--- src/hdl/rv_pkg.sv ---
package rv_pkg;

  localparam int xlen       = 64;
  localparam int reg_addr_w = 5;

  // rv64i major opcodes
  localparam logic [6:0] op_lui    = 7'h37;
  localparam logic [6:0] op_auipc  = 7'h17;
  localparam logic [6:0] op_jal    = 7'h6f;
  localparam logic [6:0] op_jalr   = 7'h67;
  localparam logic [6:0] op_branch = 7'h63;
  localparam logic [6:0] op_imm    = 7'h13;
  localparam logic [6:0] op_imm_w  = 7'h1b;
  localparam logic [6:0] op_reg    = 7'h33;
  localparam logic [6:0] op_reg_w  = 7'h3b;

  typedef enum logic [3:0] {
    alu_add  = 4'd0,
    alu_sub  = 4'd1,
    alu_slt  = 4'd2,
    alu_sltu = 4'd3,
    alu_xor  = 4'd4,
    alu_or   = 4'd5,
    alu_and  = 4'd6,
    alu_sll  = 4'd7,
    alu_srl  = 4'd8,
    alu_sra  = 4'd9
  } alu_op_t;

  // bj_none for everything that never redirects
  typedef enum logic [3:0] {
    bj_none = 4'd0,
    bj_beq  = 4'd1,
    bj_bne  = 4'd2,
    bj_blt  = 4'd3,
    bj_bge  = 4'd4,
    bj_bltu = 4'd5,
    bj_bgeu = 4'd6,
    bj_jal  = 4'd7,
    bj_jalr = 4'd8
  } bj_op_t;

endpackage

--- src/hdl/id_stage.sv ---
module id_stage (
  input  logic                            clk,
  input  logic                            rst,
  input  logic                            in_valid,
  input  logic [31:0]                     inst,
  input  logic [rv_pkg::xlen-1:0]         pc,
  output logic [rv_pkg::reg_addr_w-1:0]   rs1_addr,
  output logic [rv_pkg::reg_addr_w-1:0]   rs2_addr,
  input  logic [rv_pkg::xlen-1:0]         rs1_data,
  input  logic [rv_pkg::xlen-1:0]         rs2_data,
  output logic                            ex_valid,
  output logic [rv_pkg::xlen-1:0]         ex_pc,
  output logic [rv_pkg::xlen-1:0]         ex_op1,
  output logic [rv_pkg::xlen-1:0]         ex_op2,
  output logic [rv_pkg::xlen-1:0]         ex_rs1_data,
  output logic [rv_pkg::xlen-1:0]         ex_rs2_data,
  output logic [rv_pkg::xlen-1:0]         ex_imm,
  output rv_pkg::alu_op_t                 ex_alu_op,
  output rv_pkg::bj_op_t                  ex_bj_op,
  output logic                            ex_is_word,
  output logic                            ex_use_rs1,
  output logic                            ex_use_rs2,
  output logic [rv_pkg::reg_addr_w-1:0]   ex_rs1_addr,
  output logic [rv_pkg::reg_addr_w-1:0]   ex_rs2_addr,
  output logic                            ex_rd_wr,
  output logic [rv_pkg::reg_addr_w-1:0]   ex_rd_addr,
  output logic                            ex_illegal
);

  logic [6:0]                    opcode;
  logic [2:0]                    func3;
  logic [5:0]                    func6;
  logic [6:0]                    func7;
  logic [rv_pkg::reg_addr_w-1:0] rd_addr;
  logic [rv_pkg::xlen-1:0]       imm_i, imm_u, imm_b, imm_j;
  logic [rv_pkg::xlen-1:0]       op1, op2, imm;
  logic                          legal, use_rs1, use_rs2, rd_wr, is_word;
  rv_pkg::alu_op_t               arith_op, alu_op;
  rv_pkg::bj_op_t                bj_op;

  assign opcode  = inst[6:0];
  assign func3   = inst[14:12];
  assign func6   = inst[31:26];
  assign func7   = inst[31:25];
  assign rd_addr = inst[11:7];

  assign imm_i = {{52{inst[31]}}, inst[31:20]};
  assign imm_u = {{32{inst[31]}}, inst[31:12], 12'b0};
  assign imm_b = {{52{inst[31]}}, inst[7], inst[30:25], inst[11:8], 1'b0};
  assign imm_j = {{44{inst[31]}}, inst[19:12], inst[20], inst[30:21], 1'b0};

  // sub only exists in the register forms (opcode bit 5)
  always_comb begin
    case (func3)
      3'd0:    arith_op = (opcode[5] && inst[30]) ? rv_pkg::alu_sub : rv_pkg::alu_add;
      3'd1:    arith_op = rv_pkg::alu_sll;
      3'd2:    arith_op = rv_pkg::alu_slt;
      3'd3:    arith_op = rv_pkg::alu_sltu;
      3'd4:    arith_op = rv_pkg::alu_xor;
      3'd5:    arith_op = inst[30] ? rv_pkg::alu_sra : rv_pkg::alu_srl;
      3'd6:    arith_op = rv_pkg::alu_or;
      default: arith_op = rv_pkg::alu_and;
    endcase
  end

  always_comb begin
    legal   = 1'b0;
    use_rs1 = 1'b0;
    use_rs2 = 1'b0;
    rd_wr   = 1'b0;
    is_word = 1'b0;
    alu_op  = rv_pkg::alu_add;
    bj_op   = rv_pkg::bj_none;
    op1     = rs1_data;
    op2     = rs2_data;
    imm     = imm_i;
    case (opcode)
      rv_pkg::op_lui: begin
        legal = 1'b1;
        rd_wr = 1'b1;
        op1   = '0;
        op2   = imm_u;
      end
      rv_pkg::op_auipc: begin
        legal = 1'b1;
        rd_wr = 1'b1;
        op1   = pc;
        op2   = imm_u;
      end
      // jumps link pc+4 through the adder
      rv_pkg::op_jal: begin
        legal = 1'b1;
        rd_wr = 1'b1;
        op1   = pc;
        op2   = 64'd4;
        bj_op = rv_pkg::bj_jal;
        imm   = imm_j;
      end
      rv_pkg::op_jalr: begin
        legal   = (func3 == 3'd0);
        use_rs1 = 1'b1;
        rd_wr   = 1'b1;
        op1     = pc;
        op2     = 64'd4;
        bj_op   = rv_pkg::bj_jalr;
      end
      rv_pkg::op_branch: begin
        legal   = (func3 != 3'd2) && (func3 != 3'd3);
        use_rs1 = 1'b1;
        use_rs2 = 1'b1;
        alu_op  = rv_pkg::alu_sub;
        imm     = imm_b;
        case (func3)
          3'd0:    bj_op = rv_pkg::bj_beq;
          3'd1:    bj_op = rv_pkg::bj_bne;
          3'd4:    bj_op = rv_pkg::bj_blt;
          3'd5:    bj_op = rv_pkg::bj_bge;
          3'd6:    bj_op = rv_pkg::bj_bltu;
          3'd7:    bj_op = rv_pkg::bj_bgeu;
          default: bj_op = rv_pkg::bj_none;
        endcase
      end
      rv_pkg::op_imm: begin
        legal   = (func3 == 3'd1) ? (func6 == 6'h00) :
                  (func3 == 3'd5) ? (func6 == 6'h00 || func6 == 6'h10) : 1'b1;
        use_rs1 = 1'b1;
        rd_wr   = 1'b1;
        alu_op  = arith_op;
        op2     = imm_i;
      end
      rv_pkg::op_imm_w: begin
        legal   = (func3 == 3'd0) || (func3 == 3'd1 && func7 == 7'h00)
                || (func3 == 3'd5 && (func7 == 7'h00 || func7 == 7'h20));
        use_rs1 = 1'b1;
        rd_wr   = 1'b1;
        is_word = 1'b1;
        alu_op  = arith_op;
        op2     = imm_i;
      end
      rv_pkg::op_reg: begin
        legal   = (func7 == 7'h00) || (func7 == 7'h20 && (func3 == 3'd0 || func3 == 3'd5));
        use_rs1 = 1'b1;
        use_rs2 = 1'b1;
        rd_wr   = 1'b1;
        alu_op  = arith_op;
      end
      rv_pkg::op_reg_w: begin
        legal   = (func3 == 3'd0 || func3 == 3'd1 || func3 == 3'd5)
                && (func7 == 7'h00 || (func7 == 7'h20 && func3 != 3'd1));
        use_rs1 = 1'b1;
        use_rs2 = 1'b1;
        rd_wr   = 1'b1;
        is_word = 1'b1;
        alu_op  = arith_op;
      end
      default: legal = 1'b0;
    endcase
  end

  assign rs1_addr = use_rs1 ? inst[19:15] : '0;
  assign rs2_addr = use_rs2 ? inst[24:20] : '0;

  always_ff @(posedge clk) begin
    if (rst) begin
      ex_valid   <= 1'b0;
      ex_rd_wr   <= 1'b0;
      ex_illegal <= 1'b0;
      ex_bj_op   <= rv_pkg::bj_none;
    end else begin
      ex_valid   <= in_valid;
      // x0 writes are dropped here
      ex_rd_wr   <= in_valid && legal && rd_wr && (rd_addr != '0);
      ex_illegal <= in_valid && !legal;
      ex_bj_op   <= (in_valid && legal) ? bj_op : rv_pkg::bj_none;
    end
  end

  always_ff @(posedge clk) begin
    ex_pc       <= pc;
    ex_op1      <= op1;
    ex_op2      <= op2;
    ex_rs1_data <= rs1_data;
    ex_rs2_data <= rs2_data;
    ex_imm      <= imm;
    ex_alu_op   <= alu_op;
    ex_is_word  <= is_word;
    ex_use_rs1  <= use_rs1;
    ex_use_rs2  <= use_rs2;
    ex_rs1_addr <= rs1_addr;
    ex_rs2_addr <= rs2_addr;
    ex_rd_addr  <= rd_addr;
  end

  assert property (@(posedge clk) disable iff (rst) !(ex_rd_wr && ex_illegal));

endmodule

--- config.mk ---
export PLATFORM = sky130hd
export DESIGN_NAME = id_stage
export DESIGN_NICKNAME = d
export VERILOG_FILES = /design/src/hdl/rv_pkg.sv /design/src/hdl/id_stage.sv
export SDC_FILE = /design/constraint.sdc
export NUM_CORES = 1
export LEC_CHECK = 0
export BUFFER_PORTS_ARGS = -buffer_cell sky130_fd_sc_hd__buf_2
export CORE_AREA = 2 2 256 258
export DETAILED_ROUTE_END_ITERATION = 8
export DIE_AREA = 0 0 258 260
export GPL_TIMING_DRIVEN = 0
export PLACE_DENSITY_LB_ADDON = 0.2
export REMOVE_ABC_BUFFERS = 1
export SLEW_MARGIN = 20
export SYNTH_ARGS = -nofsm -noshare
export SYNTH_HDL_FRONTEND = slang
export SYNTH_SLANG_ARGS = --single-unit
--- constraint.sdc ---
create_clock -name clk -period 5.8 [get_ports clk]
set_clock_uncertainty 0.1 [all_clocks]
set_input_delay 1.16 -clock clk [delete_from_list [all_inputs] [get_ports clk]]
set_output_delay 1.16 -clock clk [all_outputs]
set_load 0.05 [all_outputs]
==> impl_metrics.ini <==
[status]
status = completed

[timing]
setup_viol_count_final = 0
finalHoldViolations = 0
whs_ns = 0.596
min_period_over_period_pct = 73.9
fin_crit_ns = 4.29
rsz0062_at_grt = false
worst_pin_slew_ns = 0.985
relSlewSlack_pct = 34.1
worst_slack_ns = 1.51
fmax_ghz = 0.233
slew_viol_final = 0
tns_ns = 0

[finish]
nFillCells = 6957
layout_common_cells = buf_2, dfxtp_1, a22o_1
multi_input_area_mm2 = 0.00182
register_area_mm2 = 0.00741
final_nets = 1554
final_common_cell = buf_2
fin_util_pct = 24.0
area_growth_syn_to_layout_pct = 58.9
layout-drive-gt1-share_pct = 55.1

[die]
start_util_pct = 15.1
core_area_mm2 = 0.0641
fp.dieH_um = 260
dieArea_mm2 = 0.0671
pin_count = 650
rows = 93
fp.dieW_um = 258

[min_path]
hp-class = primary input to flip-flop
whs_path_depth = 1

[routing]
wirelength_um = 45400
avgViaCountPerCell = 3.56
ant_nets = 0
route.detailed.drc = 0
drt-pass1-iter-count = 4
wl_per_cell_um = 20.3
num_vias = 7942
first_iter_violations = 337

[clocking]
cts-htree-levels = 2
clockBufferDepth = 3
cts-root-buf = clkbuf_16
cts.hold.buffers_added = 0
cts_tree = built
numCtsBuffers = 44
cts.sinks = 370
post_cts_resized = 0
post_cts_buffers = 0
clk_pin_slew_worst_paths_ns = 0.07

[placement]
dp_hpwl_um = 37100
portBuffers = 649
gp_congestion = 0.830
pre_cts_ws_ns = 1.38

[power]
p_switching_uw = 1960
swShare_pct = 29.7
power.leakage_uw = 0.00752
seqPwrFrac_pct = 41.3
ir_worst_vdd_mv = 0.247
pwr-share-clk_pct = 43.9
intPower_uw = 4630
finalPower_uw = 6590
power_density_mw_per_mm2 = 428
p_comb_share_pct = 14.8

[global_route]
antenna_found_initial = 32
first_global_vias = 8262
grt_start_max_net_pins = 45
grt-ovfl-total = 0
track_usage_pct = 12.9
grt_pass1_wl_um = 61200

[synthesis]
ys_seq_area_share_pct = 76.4
syn_area_mm2 = 0.00970
yosysTopAreaCell = dfxtp_1
synthCells = 695
ys_warn_count = 0
ys_seq_elements = 370
ys_types = 44
synth_top_area_share_pct = 76.4
synth_area_leaders = dfxtp_1, a22o_1, buf_4
avgSynthCellArea_um2 = 14.0

[critical_path]
cp_cell_sequence = buf_2 > nand3b_4 > or4_4 > nand2_1 > and2_1 > buf_2
start_kind = primary input
worst-path-stages = 6
cp.arrival_ns = 3.03
crit_path_max_incr_delay_ns = 0.56
critical_path.max_fanout = 9
cp_common_cell = buf_2
path_buf_inv = 2
slowest_stage = or4_4
crit_required_ns = 4.54
crit_type = primary input to primary output
cp_top_family = simple AND/OR/NAND/NOR gates
end_kind = primary output

[run]
cap_viol_max_count = 0
-- final cells by class --
cell class / instances / share of cell area [%]
Sequential cell: 370 / 48.1
Timing Repair Buffer: 664 / 22.9
Clock buffer: 63 / 8.52
Tap cell: 855 / 6.94
Inverter: 2 / 0.0487
Antenna cell: 15 / 0.244
Clock inverter: 18 / 1.45
Multi-Input combinational cell: 245 / 11.8
-- cells by family (layout without fill, tap and decap cells) --
group                     Yosys count  count (layout)  synth area share [%]
DFF                               370             370                  76.4
and+or+nand+nor                    94              94                  5.38
other                               0              15                     0
xor gates and xnor gates            1               1                0.0903
AOI/OAI and AO/OA                 150             150                  13.0
buffers and inverters              80             747                  5.16
-- metal layers --
layer	vias up	share of wire, %	global-route usage (%)
met4	6	3.0	4.17
met2	474	51	23.9
met5	-	0.090	0
met3	93	10	5.20
met1	3698	36	13.1
li1	3671	-	-
-- sequential cells by signal, indices dropped and copies added, names as in the netlist, 4 cells and up --
signal and cells:
ex_rs2_addr 5, ex_op1 64, ex_imm 21, ex_rs1_data 64, ex_alu_op 4, ex_op2 64, ex_rd_addr 5, ex_pc 64
ex_bj_op 4, ex_rs1_addr 5, ex_rs2_data 64
-- through the flow --
| stage | area [µm²] | cells |
|---|---|---|
| final | 15400 | 2232 |
| after floorplan | 9210 | 617 |
| after global placement | 13500 | 2121 |
| after detailed placement | 13800 | 2136 |
| after CTS | 15400 | 2217 |
| after global routing | 15400 | 2217 |
-- power groups by stage --
stage / clock network [µW] / registers [µW] / logic (µW)
2_1_floorplan: 0 / 3350 / 78.5
3_3_place_gp: 0 / 2780 / 979
3_5_place_dp: 0 / 2780 / 984
4_1_cts: 3010 / 2720 / 984
5_1_grt: 3110 / 2740 / 1010
6_report: 2900 / 2720 / 974
-- synth_stat cells --
| library cell | number |
|---|---|
| nor3b_1 | 1 |
| nor3_2 | 1 |
| a221oi_1 | 1 |
| nand2_1 | 34 |
| nor2b_1 | 4 |
| and3b_1 | 2 |
| o21ai_1 | 1 |
| nand4b_1 | 1 |
| and3_1 | 9 |
| a21oi_1 | 5 |
| o21ai_0 | 4 |
| o32a_1 | 1 |
| or3_1 | 2 |
| nand2b_1 | 5 |
| dfxtp_1 | 370 |
| a31oi_1 | 1 |
| a41o_1 | 1 |
| o22ai_1 | 1 |
| buf_6 | 1 |
| and2_1 | 11 |
| nor4_4 | 1 |
| clkbuf_1 | 7 |
| or4_1 | 1 |
| or2_1 | 1 |
| a22o_1 | 74 |
| a22oi_1 | 1 |
| nor3_1 | 4 |
| nand3b_4 | 1 |
| buf_1 | 6 |
| inv_1 | 2 |
| o221ai_2 | 1 |
| a2111oi_2 | 1 |
| o21a_1 | 1 |
| nor4_1 | 4 |
| a221o_1 | 19 |
| o21ai_2 | 1 |
| xnor2_1 | 1 |
| o211ai_1 | 2 |
| buf_2 | 19 |
| nor2_1 | 8 |
| nand3_1 | 3 |
| or4_4 | 1 |
| a21o_1 | 35 |
| buf_4 | 45 |
-- final timing paths --
check    startpoint              end
min    rs2_data[20]  ex_rs2_data[20]
max         inst[5]      rs2_addr[0]
Note: power is estimated with default switching activity, not from simulation.
