==> src/hdl/rv_pkg.sv <==
package rv_pkg;

  localparam int xlen       = 64;
  localparam int reg_addr_w = 5;

  // rv64i major opcodes
  localparam logic [6:0] op_lui    = 7'h37;
  localparam logic [6:0] op_auipc  = 7'h17;
  localparam logic [6:0] op_jal    = 7'h6f;
  localparam logic [6:0] op_jalr   = 7'h67;
  localparam logic [6:0] op_branch = 7'h63;
  localparam logic [6:0] op_imm    = 7'h13;
  localparam logic [6:0] op_imm_w  = 7'h1b;
  localparam logic [6:0] op_reg    = 7'h33;
  localparam logic [6:0] op_reg_w  = 7'h3b;

  typedef enum logic [3:0] {
    alu_add  = 4'd0,
    alu_sub  = 4'd1,
    alu_slt  = 4'd2,
    alu_sltu = 4'd3,
    alu_xor  = 4'd4,
    alu_or   = 4'd5,
    alu_and  = 4'd6,
    alu_sll  = 4'd7,
    alu_srl  = 4'd8,
    alu_sra  = 4'd9
  } alu_op_t;

  // bj_none for everything that never redirects
  typedef enum logic [3:0] {
    bj_none = 4'd0,
    bj_beq  = 4'd1,
    bj_bne  = 4'd2,
    bj_blt  = 4'd3,
    bj_bge  = 4'd4,
    bj_bltu = 4'd5,
    bj_bgeu = 4'd6,
    bj_jal  = 4'd7,
    bj_jalr = 4'd8
  } bj_op_t;

endpackage

==> src/hdl/wb_stage.sv <==
module wb_stage (
  input  logic                            clk,
  input  logic                            rst,
  input  logic                            wb_valid,
  input  logic [rv_pkg::xlen-1:0]         wb_pc,
  input  logic                            wb_rd_wr,
  input  logic [rv_pkg::reg_addr_w-1:0]   wb_rd_addr,
  input  logic [rv_pkg::xlen-1:0]         wb_result,
  input  logic                            wb_illegal,
  input  logic                            wb_br_taken,
  input  logic [rv_pkg::xlen-1:0]         wb_br_target,
  output logic                            rf_wr_ena,
  output logic [rv_pkg::reg_addr_w-1:0]   rf_wr_addr,
  output logic [rv_pkg::xlen-1:0]         rf_wr_data,
  output logic                            retire_valid,
  output logic [rv_pkg::xlen-1:0]         retire_pc,
  output logic                            retire_illegal,
  output logic                            retire_rd_wr,
  output logic [rv_pkg::reg_addr_w-1:0]   retire_rd,
  output logic [rv_pkg::xlen-1:0]         retire_data,
  output logic                            branch_taken,
  output logic [rv_pkg::xlen-1:0]         branch_target,
  output logic [63:0]                     instret
);

  assign rf_wr_ena  = wb_valid && wb_rd_wr;
  assign rf_wr_addr = wb_rd_addr;
  assign rf_wr_data = wb_result;

  assign retire_valid   = wb_valid;
  assign retire_pc      = wb_pc;
  assign retire_illegal = wb_illegal;
  assign retire_rd_wr   = rf_wr_ena;
  assign retire_rd      = wb_rd_addr;
  assign retire_data    = wb_result;
  assign branch_taken   = wb_br_taken;
  assign branch_target  = wb_br_target;

  // counts illegal retirements too
  always_ff @(posedge clk) begin
    if (rst)
      instret <= '0;
    else if (wb_valid)
      instret <= instret + 64'd1;
  end

  assert property (@(posedge clk) disable iff (rst) rf_wr_ena |-> rf_wr_addr != '0);

endmodule

==> config.mk <==
export PLATFORM = sky130hd
export DESIGN_NAME = wb_stage
export DESIGN_NICKNAME = d
export VERILOG_FILES = /design/src/hdl/rv_pkg.sv /design/src/hdl/wb_stage.sv
export SDC_FILE = /design/constraint.sdc
export NUM_CORES = 1
export LEC_CHECK = 0
export ABC_AREA = 1
export BUFFER_PORTS_ARGS = -buffer_cell sky130_fd_sc_hd__buf_4
export CAP_MARGIN = 20
export CORE_AREA = 2 2 212 214
export DETAILED_ROUTE_END_ITERATION = 8
export DIE_AREA = 0 0 214 216
export PLACE_DENSITY = 0.34
export RECOVER_POWER = 25
export SKIP_LAST_GASP = 1
export SLEW_MARGIN = 20
export SYNTH_ARGS = -nofsm -noshare
export SYNTH_HDL_FRONTEND = slang
export SYNTH_SLANG_ARGS = --single-unit
==> constraint.sdc <==
create_clock -name clk -period 4.45 [get_ports clk]
set_clock_uncertainty 0.05 [all_clocks]
set_input_delay 0.2225 -clock clk [delete_from_list [all_inputs] [get_ports clk]]
set_output_delay 0.2225 -clock clk [all_outputs]
set_load 0.1 [all_outputs]
==> results of run 1 <==
path summary, 6_finish.rpt:
check / start / to / slack, ns
max: instret[13] / instret[54] / 2.61
max reg2reg: instret[13] / instret[54] / 2.61
min reg2reg: instret[10] / instret[10] / 0.45
min: rst / instret[30] / 0.21
synthesized netlist by cell type, types with 3 or more instances:
| cell | n | share of area [%] |
|---|---|---|
| a31oi_1 | 3 | 0.32 |
| nand3_1 | 42 | 3.6 |
| nand2_2 | 8 | 0.85 |
| nor2_4 | 11 | 2.1 |
| dfxtp_1 | 64 | 22 |
| nor2_1 | 155 | 9.8 |
| clkbuf_1 | 3 | 0.19 |
| nor2_2 | 20 | 2.1 |
| o21ai_0 | 12 | 1.0 |
| nand4_1 | 11 | 1.2 |
| nand2_1 | 178 | 11 |
| xor2_1 | 9 | 1.3 |
| nor3_1 | 6 | 0.51 |
| buf_4 | 270 | 34 |
| o21ai_1 | 3 | 0.25 |
| inv_1 | 56 | 3.6 |
| a21oi_1 | 30 | 2.5 |
power breakdown:
group          internal [mW]  switching, mW
combinational         0.0115         0.0479
sequential             0.575        0.00276
clock                  0.417          0.270
total                   1.00          0.321
layer usage:
layer	wire length, um	track usage (%)
met5	0	0.313
met4	935	5.03
met3	2650	5.03
met2	11900	18.1
met1	7760	8.86
worst reg2reg max path: stages (launching register included):
cell and delay (ns):
dfxtp_1 0.40, nand2_1 0.13, nor2_1 0.29, inv_1 0.11, nor2_1 0.20, nand2_1 0.08
nor2_1 0.26, nand3_1 0.11, nand2_1 0.07, nor2_1 0.04
area by class of cell:
cell class | count | area, um^2
fill | 5107 | 38400
tap | 592 | 741
clock buffer | 14 | 274
timing repair buffer | 71 | 533
multi-input combinational | 507 | 2350
inverter | 58 | 218
sequential | 64 | 1280
through the flow:
stage | instances | total power [mW] | worst slack [ns] | hold slack, ns | cell area [um^2]
after CTS | 1306 | 1.35 | 2.54 | 0.209 | 5400
after global routing | 1306 | 1.38 | 2.39 | 0.227 | 5400
after floorplan | 906 | 1.77 | 2.16 | 0.242 | 5920
after detailed placement | 1292 | 0.651 | 2.55 | 0.396 | 5120
after global placement | 1292 | 0.651 | 2.58 | 0.396 | 5120
final | 1306 | 1.32 | 2.61 | 0.207 | 5400
logic make-up after synthesis:
kind of cell | Yosys count | share of synthesized area, %
xor+xnor | 10 | 1.48
compound gates | 53 | 4.82
fa+ha+maj | 1 | 0.211
simple gates | 443 | 33.2
flops | 64 | 21.6
buf+inv | 335 | 38.7
==> results.sh, run 1 <==
export IMPL_outcome="complete, no violations"
export IMPL_synth_edf_count=0
export IMPL_crit_buf_inv=1
export IMPL_start_util_pct=13.5
export IMPL_io_buffers=70
export IMPL_syn_area_per_cell_um2=6.53
export IMPL_fp_dieH_um=216
export IMPL_regMostFlops="instret"
export IMPL_final_max_slew_violation_count=0
export IMPL_path_depth=9
export IMPL_max_cap_violations=0
export IMPL_worst_pin_slew_ns=0.612
export IMPL_layout_commonest_cell="nand2_1"
export IMPL_clkTransAtPathRegs_ns=0.06
export IMPL_utilization_pct=12.3
export IMPL_cpPeakStageDelay_ns=0.40
export IMPL_layout_nets=915
export IMPL_cts_tree="built"
export IMPL_crit_top_cell="nor2_1"
export IMPL_largest_reg_flops=64
export IMPL_crit_required_ns=4.64
export IMPL_path_cells="nand2_1 > nor2_1 > inv_1 > nor2_1 > nand2_1 > nor2_1 > nand3_1 > nand2_1 > nor2_1"
export IMPL_grt_total_usage_pct=9.86
export IMPL_antenna_found_initial=0
export IMPL_htree_levels=3
export IMPL_netlist_cell_type_count=38
export IMPL_grt_setup_unrepaired="false"
export IMPL_hold_class="in -> reg"
export IMPL_worstSetupPathType="reg -> reg"
export IMPL_grt_start_max_net_pins=25
export IMPL_seq_area_frac_synth_pct=21.6
export IMPL_critPathTopFamily="simple AND/OR/NAND/NOR gates"
export IMPL_post_cts_buffers=0
export IMPL_yosys_warnings=0
export IMPL_diodes=0
export IMPL_root_buffer="clkbuf_16"
export IMPL_cts_sinks=64
export IMPL_coreArea_um2=43800
export IMPL_synthArstFlopShare_pct=0
export IMPL_hold_violations=0
export IMPL_routed_wl_mm=23.3
export IMPL_relSlewSlack_pct=59.2
export IMPL_fin_crit_ns=1.84
export IMPL_first_pass_iters=4
export IMPL_via_count=4479
export IMPL_cp_max_fo=5
export IMPL_cts_made_buffers=9
export IMPL_ys_ff_latch=64
export IMPL_holdBufCountCts=0
export IMPL_cts_max_path_buffers=2
export IMPL_holdPathStages=2
export IMPL_fp_dieArea_um2=46200
export IMPL_worstSkewPairLatency_ns=0.35
export IMPL_cts_resized=0
export IMPL_wl_per_cell_um=17.8
export IMPL_min_period_over_period_pct=41.4
export IMPL_worst_path_max_delay_cell="dfxtp_1"
export IMPL_ant_nets=0
export IMPL_drive_gt1_share_pct=18.2
export IMPL_fp_dieW_um=214
export IMPL_synthesis_area_um2=5920
export IMPL_area_growth_pct=-8.86
export IMPL_finalSetupViolCount=0
export IMPL_grt_pass1_wl_mm=32.4
export IMPL_std_cell_rows=77
export IMPL_routed_via_density=3.43
export IMPL_r2r_cells=9
export IMPL_final_cell_mix="178 x nand2_1, 155 x nor2_1, 71 x buf_4, 64 x dfxtp_1, 56 x inv_1"
export IMPL_ir_drop_v=0.000122
export IMPL_worstPathArrival_ns=2.03
export IMPL_clock_fmax_mhz=543
export IMPL_grt_pass1_vias=4532
export IMPL_tns_ns=0
export IMPL_overflow=0
export IMPL_hpwl_mm=19.8
export IMPL_drtIter0Drc=191
export IMPL_ys_flop_type="dfxtp_1"
export IMPL_gp_congestion=0.764
export IMPL_power_density_nw_per_um2=245
export IMPL_leakagePower_nw=1.78
export IMPL_ios=538
export IMPL_syn_inst=906
export IMPL_synth_fp_nets=1110
export IMPL_largestRegisters="instret: 64 flops"
export IMPL_cp_end_kind="register"
export IMPL_post_route_drc_count=0
export IMPL_crit_path_start_kind="register"
No activity file was read; power rests on OpenSTA's default activity.
==> inputs of run 2 (changes only) <==
CORE_AREA = 2 2 207 209   (was 2 2 212 214)
DIE_AREA = 0 0 209 211   (was 0 0 214 216)
PLACE_DENSITY = 0.36   (was 0.34)
clock period = 1.95 ns   (was 4.45 ns; I/O delays follow)
==> results.sh, run 2 (synthesis results as in run 1) <==
export IMPL_outcome="complete, no violations"
export IMPL_regMostFlops="instret"
export IMPL_nFillCells=4814
export IMPL_layout_commonest_cell="nand2_1"
export IMPL_grt_total_usage_pct=10.7
export IMPL_first_pass_iters=4
export IMPL_ir_drop_v=0.000276
export IMPL_fp_dieArea_um2=44100
export IMPL_max_cap_violations=0
export IMPL_reg2reg_to="instret[52]"
export IMPL_cp_end_kind="register"
export IMPL_cts_tree="built"
export IMPL_start_util_pct=14.2
export IMPL_path_cells="nand2_1 > nor2_2 > nand2_1 > nor2_1 > nand2_1 > nor2_2 > nand3_1 > nand2_1 > nor2_1"
export IMPL_r2r_start="instret[15]"
export IMPL_relSlewSlack_pct=65.4
export IMPL_crit_path_end="instret[52]"
export IMPL_drtIter0Drc=230
export IMPL_cts_made_buffers=9
export IMPL_hpwl_mm=20.4
export IMPL_cts_resized=0
export IMPL_cts_sinks=64
export IMPL_ios=538
export IMPL_htree_levels=3
export IMPL_cpPeakStageDelay_ns=0.39
export IMPL_hold_class="in -> reg"
export IMPL_worstSkewPairLatency_ns=0.35
export IMPL_holdBufCountCts=0
export IMPL_rrSetupSlack_ns=0.19
export IMPL_critPathTopFamily="simple AND/OR/NAND/NOR gates"
export IMPL_utilization_pct=13.0
export IMPL_crit_path_start_kind="register"
export IMPL_min_period_over_period_pct=90.1
export IMPL_crit_buf_inv=0
export IMPL_post_route_drc_count=0
export IMPL_antenna_found_initial=0
export IMPL_leakagePower_nw=1.84
export IMPL_r2r_cells=9
export IMPL_largestRegisters="instret: 64 flops"
export IMPL_power_density_nw_per_um2=553
export IMPL_coreArea_um2=41800
export IMPL_fin_ws_ns=0.193
export IMPL_root_buffer="clkbuf_16"
export IMPL_grt_setup_unrepaired="false"
export IMPL_cp_max_fo=6
export IMPL_worstPathArrival_ns=1.94
export IMPL_grt_pass1_vias=4453
export IMPL_final_cell_mix="178 x nand2_1, 155 x nor2_1, 78 x buf_4, 56 x inv_1, 54 x dfxtp_2"
export IMPL_overflow=0
export IMPL_post_cts_buffers=0
export IMPL_place_ws_ns=0.165
export IMPL_multi_input_area_um2=2350
export IMPL_via_count=4527
export IMPL_routed_wl_mm=24.0
export IMPL_layout_nets=922
export IMPL_grt_start_max_net_pins=42
export IMPL_worst_pin_slew_ns=0.519
export IMPL_fin_crit_ns=1.76
export IMPL_hold_violations=0
export IMPL_gp_congestion=0.806
export IMPL_tns_ns=0
export IMPL_crit_top_cell="nand2_1"
export IMPL_path_depth=9
export IMPL_crit_path_start="instret[15]"
export IMPL_io_buffers=70
export IMPL_crit_required_ns=2.13
export IMPL_grt_pass1_wl_mm=33.4
export IMPL_clock_fmax_mhz=569
export IMPL_final_max_slew_violation_count=0
export IMPL_area_growth_pct=-7.95
export IMPL_diodes=0
export IMPL_ant_nets=0
export IMPL_clkTransAtPathRegs_ns=0.06
export IMPL_wl_per_cell_um=19.1
export IMPL_ff_latch_area_um2=1350
export IMPL_worstSetupPathType="reg -> reg"
export IMPL_largest_reg_flops=64
export IMPL_cts_max_path_buffers=2
export IMPL_std_cell_rows=75
export IMPL_worst_path_max_delay_cell="dfxtp_2"
export IMPL_fp_dieW_um=209
export IMPL_finalSetupViolCount=0
export IMPL_routed_via_density=3.59
export IMPL_fp_dieH_um=211
export IMPL_drive_gt1_share_pct=26.5
## run 2: worst min-delay path by stage
| stage | slack, ns | end | start | depth (start not counted) |
|---|---|---|---|---|
| 2_1_floorplan | 0.11 | instret[24] | rst | 1 |
| 3_3_place_gp | 0.15 | branch_target[12] | wb_br_target[12] | 0 |
| 3_5_place_dp | 0.15 | branch_target[12] | wb_br_target[12] | 0 |
| 4_1_cts | 0.08 | instret[1] | wb_valid | 3 |
| 5_1_grt | 0.14 | instret[0] | wb_valid | 4 |
| 6_report | 0.1 | instret[1] | wb_valid | 3 |
## run 2: through the flow
| stage | power, mW | area [um^2] | std cells | hold WS, ns |
|---|---|---|---|---|
| 3_3_place_gp | 1.49 | 5170 | 1246 | 0.146 |
| 3_5_place_dp | 1.49 | 5170 | 1246 | 0.146 |
| 2_1_floorplan | 4.04 | 5990 | 906 | 0.110 |
| 4_1_cts | 3.06 | 5450 | 1260 | 0.0826 |
| 5_1_grt | 3.14 | 5450 | 1260 | 0.138 |
| 6_report | 3.01 | 5450 | 1260 | 0.0977 |
## run 2: cell type report
type / instances / share of cell area [%]
Clock buffer: 14 / 5.03
Inverter: 58 / 4.00
Multi-Input combinational cell: 507 / 43.1
Sequential cell: 64 / 24.8
Tap cell: 539 / 12.4
Timing Repair Buffer: 78 / 10.7
## run 2: power by group
| group | leakage, nW | internal, mW | total [mW] | switching, mW |
|---|---|---|---|---|
| combinational | 1.16 | 0.0305 | 0.143 | 0.113 |
| clock | 0.135 | 0.951 | 1.55 | 0.598 |
| sequential | 0.543 | 1.31 | 1.32 | 0.00568 |
| total | 1.84 | 2.29 | 3.01 | 0.716 |
## run 2: metal layers
| layer | vias up | GRT usage, % | wire length (um) |
|---|---|---|---|
| li1 | 2174 | - | - |
| met1 | 1998 | 9.85 | 7970 |
| met2 | 302 | 19.2 | 12100 |
| met3 | 53 | 6.04 | 3090 |
| met4 | 0 | 4.93 | 859 |
| met5 | - | 0 | 0 |
## run 2: worst min-delay path, delay by kind of cell
family	cells	cell delay, ns
buffers and inverters	1	0.18
AO/OA/AOI/OAI	1	0.11
AND/OR/NAND/NOR	1	0.07
